`config.mk`:
```
export PLATFORM = sky130hd
export DESIGN_NAME = reset_ctrl_top
export DESIGN_NICKNAME = d
export VERILOG_FILES = /design/src/design/reset_pkg.sv /design/src/design/seq_cfg_if.sv /design/src/design/seq_regs.sv /design/src/design/tick_gen.sv /design/src/design/press_filter.sv /design/src/design/power_sequencer.sv /design/src/design/cpu_sequencer.sv /design/src/design/reset_ctrl_top.sv
export VERILOG_INCLUDE_DIRS = /design/src /design/src/design
export SDC_FILE = /design/constraint.sdc
export NUM_CORES = 1
export LEC_CHECK = 0
export BUFFER_PORTS_ARGS = -buffer_cell sky130_fd_sc_hd__buf_4
export CAP_MARGIN = 20
export CORE_MARGIN = 3
export CORE_UTILIZATION = 55
export DETAILED_ROUTE_END_ITERATION = 8
export HOLD_SLACK_MARGIN = 0.12
export PLACE_DENSITY = 0.74
export SETUP_SLACK_MARGIN = 0.05
export SYNTH_ARGS = -nofsm -noshare
export SYNTH_HDL_FRONTEND = slang
export SYNTH_SLANG_ARGS = --single-unit
```
`constraint.sdc`:
```
create_clock -name sysclk -period 7.2 [get_ports sysclk]
set_input_delay 1.08 -clock sysclk [delete_from_list [all_inputs] [get_ports sysclk]]
set_output_delay 1.08 -clock sysclk [all_outputs]
set_load 0.02 [all_outputs]
```
`src/design/reset_config.svh`:
```
// sizing and power-on values shared by the reset sequencer, included by the package and RTL
`ifndef RESET_CONFIG_SVH
`define RESET_CONFIG_SVH

// ~~~~~~~~~~~~~~~~~~~~~~~~~~~~~~
// register port
// ~~~~~~~~~~~~~~~~~~~~~~~~~~~~~~
`define CFG_ADDR_W 2
`define CFG_DATA_W 16

// ~~~~~~~~~~~~~~~~~~~~~~~~~~~~~~
// power-on register values
// ~~~~~~~~~~~~~~~~~~~~~~~~~~~~~~
`define MED_DIV_RESET 63
`define SLOW_DIV_RESET 4095
`define BOOT_LEN_RESET 1

// slow-tick samples the button must stay high
`define DEBOUNCE_LEN 10

`endif

```
`src/design/reset_pkg.sv`:
```
// types shared by the reset sequencer blocks, imported by each module that needs them
`default_nettype none

`include "reset_config.svh"

package reset_pkg;

   // register port
   typedef logic [`CFG_ADDR_W-1:0] cfg_addr_t;
   typedef logic [`CFG_DATA_W-1:0] cfg_data_t;

   // tick fires every divisor plus one cycles
   typedef logic [15:0] tick_div_t;
   // boot strobe length in medium ticks
   typedef logic [3:0] boot_len_t;
   typedef logic [`DEBOUNCE_LEN-1:0] press_hist_t;

   // board level sequence
   typedef enum logic [2:0] {
      p_init,
      p_reset1,
      p_reset2,
      p_reset3,
      p_start,
      p_wait,
      p_idle
   } pwr_state_e;

   // processor sequence
   typedef enum logic [2:0] {
      c_init,
      c_reset1,
      c_reset2,
      c_reset3,
      c_boot,
      c_wait,
      c_idle
   } cpu_state_e;

endpackage

`default_nettype wire

```
`src/design/seq_cfg_if.sv`:
```
// configuration path from the register block to the tick, filter and cpu sequencing logic
`default_nettype none

interface seq_cfg_if import reset_pkg::*; ();

   tick_div_t med_div;
   tick_div_t slow_div;
   boot_len_t boot_len;
   // one cycle after a write to the restart address
   logic soft_press;

   modport regs (
      output med_div,
      output slow_div,
      output boot_len,
      output soft_press
   );

   modport ticks (
      input med_div,
      input slow_div
   );

   modport cpu (
      input boot_len
   );

   modport press (
      input soft_press
   );

endinterface

`default_nettype wire

```
`src/design/seq_regs.sv`:
```
// configuration registers on a four-phase req/ack port, driving the sequencer settings
`default_nettype none

`include "reset_config.svh"

module seq_regs import reset_pkg::*; (
   input  wire       sysclk,
   input  wire       dcm_reset,
   input  wire       cfg_req,
   input  wire       cfg_we,
   input  wire       cfg_addr_t cfg_addr,
   input  wire       cfg_data_t cfg_wdata,
   output logic      cfg_ack,
   output cfg_data_t cfg_rdata,
   seq_cfg_if.regs   cfg
);

   localparam cfg_addr_t ADDR_MED_DIV  = 2'd0;
   localparam cfg_addr_t ADDR_SLOW_DIV = 2'd1;
   localparam cfg_addr_t ADDR_BOOT_LEN = 2'd2;
   localparam cfg_addr_t ADDR_RESTART  = 2'd3;

   logic      access;
   cfg_data_t rd_mux;

   // a new request is accepted only once the previous ack has dropped
   assign access = cfg_req && !cfg_ack;

   always_comb begin
      case (cfg_addr)
         ADDR_MED_DIV:  rd_mux = cfg_data_t'(cfg.med_div);
         ADDR_SLOW_DIV: rd_mux = cfg_data_t'(cfg.slow_div);
         ADDR_BOOT_LEN: rd_mux = cfg_data_t'(cfg.boot_len);
         default:       rd_mux = '0;
      endcase
   end

   // ~~~~~~~~~~~~~~~~~~~~~~~~~~~~~~
   // handshake
   // ~~~~~~~~~~~~~~~~~~~~~~~~~~~~~~
   always_ff @(posedge sysclk or posedge dcm_reset) begin
      if (dcm_reset) begin
         cfg_ack <= 1'b0;
      end else if (access) begin
         cfg_ack <= 1'b1;
      end else if (!cfg_req) begin
         cfg_ack <= 1'b0;
      end
   end

   // read data held until the next access
   always_ff @(posedge sysclk) begin
      if (access) begin
         cfg_rdata <= rd_mux;
      end
   end

   // ~~~~~~~~~~~~~~~~~~~~~~~~~~~~~~
   // register file
   // ~~~~~~~~~~~~~~~~~~~~~~~~~~~~~~
   always_ff @(posedge sysclk or posedge dcm_reset) begin
      if (dcm_reset) begin
         cfg.med_div    <= tick_div_t'(`MED_DIV_RESET);
         cfg.slow_div   <= tick_div_t'(`SLOW_DIV_RESET);
         cfg.boot_len   <= boot_len_t'(`BOOT_LEN_RESET);
         cfg.soft_press <= 1'b0;
      end else begin
         cfg.soft_press <= access && cfg_we && (cfg_addr == ADDR_RESTART);
         if (access && cfg_we) begin
            case (cfg_addr)
               ADDR_MED_DIV:  cfg.med_div  <= tick_div_t'(cfg_wdata);
               ADDR_SLOW_DIV: cfg.slow_div <= tick_div_t'(cfg_wdata);
               ADDR_BOOT_LEN: cfg.boot_len <= cfg_wdata[3:0];
               default: ;
            endcase
         end
      end
   end

endmodule

`default_nettype wire

```
`src/design/tick_gen.sv`:
```
// programmable dividers giving the medium and slow sequencing ticks from sysclk
`default_nettype none

module tick_gen import reset_pkg::*; (
   input  wire     sysclk,
   input  wire     dcm_reset,
   seq_cfg_if.ticks cfg,
   output logic    med_tick,
   output logic    slow_tick
);

   // index 0 is the medium tick, 1 the slow tick
   tick_div_t  div [2];
   tick_div_t  cnt [2];
   logic [1:0] tick;

   assign div[0] = cfg.med_div;
   assign div[1] = cfg.slow_div;

   // down-counters, the divisor is only picked up on reload
   always_ff @(posedge sysclk or posedge dcm_reset) begin
      if (dcm_reset) begin
         for (int i = 0; i < 2; i++) begin
            cnt[i] <= '0;
         end
         tick <= '0;
      end else begin
         for (int i = 0; i < 2; i++) begin
            if (cnt[i] == '0) begin
               cnt[i]  <= div[i];
               tick[i] <= 1'b1;
            end else begin
               cnt[i]  <= cnt[i] - 1'b1;
               tick[i] <= 1'b0;
            end
         end
      end
   end

   assign med_tick  = tick[0];
   assign slow_tick = tick[1];

endmodule

`default_nettype wire

```
`src/design/press_filter.sv`:
```
// reset button debouncer on the slow tick, merged with the software restart request
`default_nettype none

`include "reset_config.svh"

module press_filter import reset_pkg::*; (
   input  wire      sysclk,
   input  wire      dcm_reset,
   input  wire      slow_tick,
   input  wire      button_r,
   seq_cfg_if.press cfg,
   output logic     press,
   output logic     held
);

   press_hist_t hist;
   press_hist_t hist_next;

   assign hist_next = {hist[`DEBOUNCE_LEN-2:0], button_r};

   always_ff @(posedge sysclk or posedge dcm_reset) begin
      if (dcm_reset) begin
         hist <= '0;
      end else if (slow_tick) begin
         hist <= hist_next;
      end
   end

   // level stays high as long as every sample in the window was high
   assign held = &hist;

   // pulse on the sample that first completes the window
   always_ff @(posedge sysclk or posedge dcm_reset) begin
      if (dcm_reset) begin
         press <= 1'b0;
      end else begin
         press <= (slow_tick && (&hist_next) && !held) || cfg.soft_press;
      end
   end

endmodule

`default_nettype wire

```
`src/design/power_sequencer.sv`:
```
// board reset FSM: memory reset pulse, calibration wait, processor start and restart on press
`default_nettype none

module power_sequencer import reset_pkg::*; (
   input  wire  sysclk,
   input  wire  dcm_reset,
   input  wire  med_tick,
   input  wire  press,
   input  wire  held,
   input  wire  calib_done,
   input  wire  cpu_idle,
   output logic cpu_start,
   output logic pwr_settled,
   output logic pwr_in_reset,
   output logic lpddr_reset
);

   pwr_state_e state;
   pwr_state_e state_next;
   logic       press_pend;

   // press is one cycle wide, keep it until the FSM steps
   always_ff @(posedge sysclk or posedge dcm_reset) begin
      if (dcm_reset) begin
         press_pend <= 1'b0;
      end else if (med_tick) begin
         press_pend <= 1'b0;
      end else if (press && state == p_idle) begin
         press_pend <= 1'b1;
      end
   end

   // ~~~~~~~~~~~~~~~~~~~~~~~~~~~~~~
   // state machine
   // ~~~~~~~~~~~~~~~~~~~~~~~~~~~~~~
   always_comb begin
      state_next = state;
      case (state)
         p_init:   state_next = p_reset1;
         p_reset1: state_next = p_reset2;
         p_reset2: state_next = p_reset3;
         p_reset3: if (calib_done) state_next = p_start;
         // processor has left idle, so it picked up the start
         p_start:  if (!cpu_idle) state_next = p_wait;
         // hold off until the button is let go
         p_wait:   if (!held) state_next = p_idle;
         p_idle:   if (press_pend || press) state_next = p_reset1;
         default:  state_next = p_init;
      endcase
   end

   always_ff @(posedge sysclk or posedge dcm_reset) begin
      if (dcm_reset) begin
         state <= p_init;
      end else if (med_tick) begin
         state <= state_next;
      end
   end

   assign cpu_start    = (state == p_start);
   assign pwr_settled  = (state == p_idle);
   assign lpddr_reset  = (state == p_reset1);
   assign pwr_in_reset = (state == p_init) || (state == p_reset1) ||
                         (state == p_reset2) || (state == p_reset3);

endmodule

`default_nettype wire

```
`src/design/cpu_sequencer.sv`:
```
// processor reset FSM: reset hold, programmable boot strobe, then run once power has settled
`default_nettype none

module cpu_sequencer import reset_pkg::*; (
   input  wire    sysclk,
   input  wire    dcm_reset,
   input  wire    med_tick,
   input  wire    cpu_start,
   input  wire    pwr_settled,
   input  wire    pwr_in_reset,
   seq_cfg_if.cpu cfg,
   output logic   cpu_idle,
   output logic   cpu_reset,
   output logic   boot
);

   cpu_state_e state;
   boot_len_t  boot_cnt;
   logic       cpu_in_reset;

   always_ff @(posedge sysclk or posedge dcm_reset) begin
      if (dcm_reset) begin
         state    <= c_init;
         boot_cnt <= '0;
      end else if (med_tick) begin
         case (state)
            c_init, c_idle: if (cpu_start) state <= c_reset1;
            c_reset1: state <= c_reset2;
            c_reset2: state <= c_reset3;
            // c_reset3 already drives boot, so a zero length skips c_boot
            c_reset3: begin
               if (cfg.boot_len == '0) begin
                  state <= c_wait;
               end else begin
                  state    <= c_boot;
                  boot_cnt <= cfg.boot_len - 1'b1;
               end
            end
            c_boot: begin
               if (boot_cnt == '0) begin
                  state <= c_wait;
               end else begin
                  boot_cnt <= boot_cnt - 1'b1;
               end
            end
            c_wait: if (pwr_settled) state <= c_idle;
            default: state <= c_init;
         endcase
      end
   end

   assign cpu_in_reset = (state == c_init) || (state == c_reset1) ||
                         (state == c_reset2) || (state == c_reset3);

   // board reset also holds the processor
   assign cpu_reset = cpu_in_reset || pwr_in_reset;
   assign boot      = (state == c_reset3) || (state == c_boot);
   assign cpu_idle  = (state == c_idle);

endmodule

`default_nettype wire

```
`src/design/reset_ctrl_top.sv`:
```
// top of the reset and boot sequencer, connecting registers, ticks, button filter and FSMs
`default_nettype none

module reset_ctrl_top import reset_pkg::*; (
   input  wire       sysclk,
   input  wire       dcm_reset,
   input  wire       button_r,
   input  wire       calib_done,
   input  wire       cfg_req,
   input  wire       cfg_we,
   input  wire       cfg_addr_t cfg_addr,
   input  wire       cfg_data_t cfg_wdata,
   output logic      cfg_ack,
   output cfg_data_t cfg_rdata,
   output logic      cpu_reset,
   output logic      boot,
   output logic      lpddr_reset
);

   logic med_tick;
   logic slow_tick;
   logic press;
   logic held;
   logic cpu_start;
   logic pwr_settled;
   logic pwr_in_reset;
   logic cpu_idle;

   seq_cfg_if i_seq_cfg_if ();

   // ~~~~~~~~~~~~~~~~~~~~~~~~~~~~~~
   // configuration and timing
   // ~~~~~~~~~~~~~~~~~~~~~~~~~~~~~~
   seq_regs i_seq_regs (
      .sysclk    (sysclk),
      .dcm_reset (dcm_reset),
      .cfg_req   (cfg_req),
      .cfg_we    (cfg_we),
      .cfg_addr  (cfg_addr),
      .cfg_wdata (cfg_wdata),
      .cfg_ack   (cfg_ack),
      .cfg_rdata (cfg_rdata),
      .cfg       (i_seq_cfg_if.regs)
   );

   tick_gen i_tick_gen (
      .sysclk    (sysclk),
      .dcm_reset (dcm_reset),
      .cfg       (i_seq_cfg_if.ticks),
      .med_tick  (med_tick),
      .slow_tick (slow_tick)
   );

   press_filter i_press_filter (
      .sysclk    (sysclk),
      .dcm_reset (dcm_reset),
      .slow_tick (slow_tick),
      .button_r  (button_r),
      .cfg       (i_seq_cfg_if.press),
      .press     (press),
      .held      (held)
   );

   // ~~~~~~~~~~~~~~~~~~~~~~~~~~~~~~
   // sequencers
   // ~~~~~~~~~~~~~~~~~~~~~~~~~~~~~~
   power_sequencer i_power_sequencer (
      .sysclk       (sysclk),
      .dcm_reset    (dcm_reset),
      .med_tick     (med_tick),
      .press        (press),
      .held         (held),
      .calib_done   (calib_done),
      .cpu_idle     (cpu_idle),
      .cpu_start    (cpu_start),
      .pwr_settled  (pwr_settled),
      .pwr_in_reset (pwr_in_reset),
      .lpddr_reset  (lpddr_reset)
   );

   cpu_sequencer i_cpu_sequencer (
      .sysclk       (sysclk),
      .dcm_reset    (dcm_reset),
      .med_tick     (med_tick),
      .cpu_start    (cpu_start),
      .pwr_settled  (pwr_settled),
      .pwr_in_reset (pwr_in_reset),
      .cfg          (i_seq_cfg_if.cpu),
      .cpu_idle     (cpu_idle),
      .cpu_reset    (cpu_reset),
      .boot         (boot)
   );

endmodule

`default_nettype wire

```
==> flow_summary.toml <==
[run_status]
status = "finished, final reports clean"

[critical_path]
critical_path_buf_inv_count = 1
path_type_of_the_worst_setup_path = "reg2out"
cp_top_family = "simple AND/OR/NAND/NOR gates"
required_ps = 6120
worstPathMaxFanout = 10
worst_setup_path_start_kind = "flop"
slowest_stage = "sky130_fd_sc_hd__or3b_2"
max_stage_delay_ps = 600
timing.critical_path.to_type = "output pin"
critPathArrivalTime_ps = 1710
timing.critical_path.cells = "or3b_2 > nand2_1 > buf_4"

[synthesis]
syn_nets = 473
leading_post_synthesis_cells_by_cell_area = "sky130_fd_sc_hd__dfrtp_1 (36%), sky130_fd_sc_hd__mux2_2 (11%), sky130_fd_sc_hd__dfstp_2 (9.7%)"
synth.cell_area_um2 = 5160
asyncSetResetFlopFracSynth_pct = 85.5
synthFlopType = "sky130_fd_sc_hd__dfrtp_1"
synth_cells = 444
synthesis.yosys.warnings = 0
syn-mean-instance-area_um2 = 11.6
synth_top_cell_by_area = "sky130_fd_sc_hd__dfrtp_1"
yosysUniqueCellTypes = 52
yosysSeqAreaShare_pct = 55.4
ys_ff_latch = 110
yosys.area.top_type_share_pct = 36.4
synth_edf_count = 16

[power]
vdd_drop_max_mv = 0.205
static-leakage-power_nw = 2.41
cellPowerDensity_nw_per_um2 = 298

[timing]
final-hold-violation-count = 0
worst_pin_slew_ps = 1000
max_freq_mhz = 359
setup_violations = 0
timing_max_transition_violations_final = 0
final.period_utilization_pct = 38.7
clock-skew-final_ps = 11.0
rsz_0062_raised_after_global_routing = "no"
setup_slack_ps = 4410
max-slew-margin-rel_pct = 32.7
min_period_ps = 2790
final.setup.tns_ps = 0

[global_route]
antenna_found_initial = 0
grt_usage_pct = 20.5
grt_pass1_vias = 3446
grt_max_degree = 86
grt_pass1_wl_mm = 16.8
globalRouteOverflowTotal = 0

[clock_tree]
cts_htree_levels = 3
cts.reportedPaths.clkPinSlew_ps = 100
cts-resized-gates = 0
clock_tree_from_tritoncts = "done"
cts_num_sinks = 110
cts-buffers-inserted = 9
cts_setup_buffers = 0
hold_buffers = 0
clock_tree.root_cell = "sky130_fd_sc_hd__clkbuf_8"
clk_path_buf_depth = 2
clk_latency_ps = 370

[detailed_routing]
final_antenna_net_count = 0
drcViolationCount = 0
post_drt_wl_per_cell_um = 16.9
finalWirelength_mm = 10.1
dr.pass1.iters = 4
drt_iter0_markers = 127
route.vias.total = 3504
drt-vias-per-instance = 5.88

[floorplanning]
dieArea_um2 = 10600
ioPinCount = 44
placeableCoreArea_um2 = 8930
core.rowCount = 34
dieWidth_um = 103
initial_utilization_pct = 57.7
die_height_um = 103

[place]
placement.cell_area_um2 = 5560
portBuffers = 43
dp_hpwl_mm = 7.01
placed_cells = 579
gp_routability_congestion = 0.875
placement.setup.worst_slack_ps = 4610

[cells_and_area]
number_of_inserted_diodes = 0
fin_area_um2 = 5780
layoutNonFillerInstCount = 596
finalCoreUtilization_pct = 64.7
post_route_cells_drive_above_1_share_pct = 28.5
areaGrowthSynthToFinish_pct = 12.1
nNetsFinal = 512

[flow_run]
cap_violations = 0

[min_path]
min-delay-path-class = "reg2reg"
==> logic make-up after synthesis <==
logic type	Yosys count	synth area share, %
AO/OA/AOI/OAI	67	8.13
XOR/XNOR	22	3.74
adder cells (fa/ha/maj)	5	1.21
buffers and inverters	31	2.57
flip-flops	110	55.4
multiplexers	70	14.8
AND/OR/NAND/NOR	139	14.2
==> per-layer routing <==
metal / share of wire (%) / vias up / global-route usage [%] / wire length (um)
met2: 51 / 50 / 34.6 / 5120
met4: 0.95 / 0 / 4.28 / 96
met5: 0 / - / 0 / 0
met1: 45 / 1754 / 27.0 / 4570
met3: 2.9 / 9 / 5.35 / 293
li1: - / 1691 / - / -
==> cell usage after synthesis, types with 3 or more instances <==
master	count
sky130_fd_sc_hd__o21ai_0	29
sky130_fd_sc_hd__dfstp_2	19
sky130_fd_sc_hd__inv_1	11
sky130_fd_sc_hd__nand3b_1	5
sky130_fd_sc_hd__nor2b_1	9
sky130_fd_sc_hd__nor2_1	26
sky130_fd_sc_hd__o211ai_1	3
sky130_fd_sc_hd__buf_4	3
sky130_fd_sc_hd__xor2_1	10
sky130_fd_sc_hd__o22ai_1	3
sky130_fd_sc_hd__a22oi_1	3
sky130_fd_sc_hd__a31oi_1	6
sky130_fd_sc_hd__buf_2	4
sky130_fd_sc_hd__dfrtp_1	75
sky130_fd_sc_hd__a21oi_1	4
sky130_fd_sc_hd__nand4b_1	3
sky130_fd_sc_hd__nand4_1	4
sky130_fd_sc_hd__o31ai_1	5
sky130_fd_sc_hd__nor4_1	10
sky130_fd_sc_hd__xnor2_1	12
sky130_fd_sc_hd__ha_1	5
sky130_fd_sc_hd__nand3_1	6
sky130_fd_sc_hd__nand2_1	43
sky130_fd_sc_hd__mux2_2	49
sky130_fd_sc_hd__edfxtp_1	16
sky130_fd_sc_hd__nor3_1	11
sky130_fd_sc_hd__or4_1	7
sky130_fd_sc_hd__clkbuf_1	12
sky130_fd_sc_hd__mux2i_1	21
==> worst paths after layout <==
check | endpoint | from | cells past startpoint | slack, ps
min reg2reg | i_press_filter.press$_DFF_PP0_ | i_seq_regs.cfg.soft_press$_DFF_PP0_ | 1 | 440
max | boot | i_cpu_sequencer.state[2]$_DFFE_PP0P_ | 3 | 4410
max reg2reg | i_tick_gen.cnt[10]$_DFF_PP0_ | i_tick_gen.cnt[3]$_DFF_PP0_ | 3 | 4570
max in group asynchronous | i_seq_regs.cfg.slow_div[0]$_DFFE_PP1P_ | dcm_reset | 4 | 5770
min | i_press_filter.press$_DFF_PP0_ | i_seq_regs.cfg.soft_press$_DFF_PP0_ | 1 | 440
min in group asynchronous | i_tick_gen.tick[1]$_DFF_PP0_ | dcm_reset | 2 | 600
==> state kept, by name (all words and copies together) (netlist names) <==
signal	count
i_tick_gen.cnt	32
i_seq_regs.cfg.med_div	16
i_seq_regs.cfg.slow_div	16
i_seq_regs.cfg_rdata	16
i_press_filter.hist	10
i_cpu_sequencer.boot_cnt	4
i_seq_regs.cfg.boot_len	4
i_cpu_sequencer.state	3
i_power_sequencer.state	3
i_tick_gen.tick	2
i_power_sequencer.press_pend	1
i_press_filter.press	1
i_seq_regs.cfg.soft_press	1
i_seq_regs.cfg_ack	1
==> worst reg2reg max path, cell delays in order, from the launching register on <==
cell                      delay, ps
sky130_fd_sc_hd__dfrtp_1        450
sky130_fd_sc_hd__nor4_1         780
sky130_fd_sc_hd__and4_1         870
sky130_fd_sc_hd__mux2_2         410
==> cell usage in the layout, fill, tap and decap left out, types with 11 or more instances in the layout <==
master / netlist / routed
sky130_fd_sc_hd__mux2i_1: 21 / 21
sky130_fd_sc_hd__buf_4: 3 / 47
sky130_fd_sc_hd__dfstp_2: 19 / 19
sky130_fd_sc_hd__xnor2_1: 12 / 12
sky130_fd_sc_hd__nand2_1: 43 / 43
sky130_fd_sc_hd__edfxtp_1: 16 / 16
sky130_fd_sc_hd__o21ai_0: 29 / 29
sky130_fd_sc_hd__mux2_2: 49 / 49
sky130_fd_sc_hd__dfrtp_1: 75 / 75
sky130_fd_sc_hd__nor2_1: 26 / 26
sky130_fd_sc_hd__nor3_1: 11 / 11
==> cell type report <==
class	count	area, um2
Tap cell	108	135
Clock buffer	10	138
Timing Repair Buffer	48	380
Inverter	11	42.5
Sequential cell	110	2860
Multi-Input combinational cell	303	2180
Clock inverter	6	52.6
Fill cell	712	3150
==> per-stage QoR <==
step	hold WS [ps]	power, mW
after global routing	470	1.84
after detailed placement	415	1.37
after CTS	439	1.74
after floorplan	404	1.24
final	441	1.72
after global placement	437	1.35
==> report_power, final <==
group / internal (mW) / leakage, nW / total [mW] / switching, mW
sequential: 0.802 / 1.30 / 0.957 / 0.155
combinational: 0.205 / 1.01 / 0.409 / 0.204
clock: 0.141 / 0.0963 / 0.358 / 0.217
total: 1.15 / 2.41 / 1.72 / 0.576
Note: power is estimated with default switching activity, not from simulation.
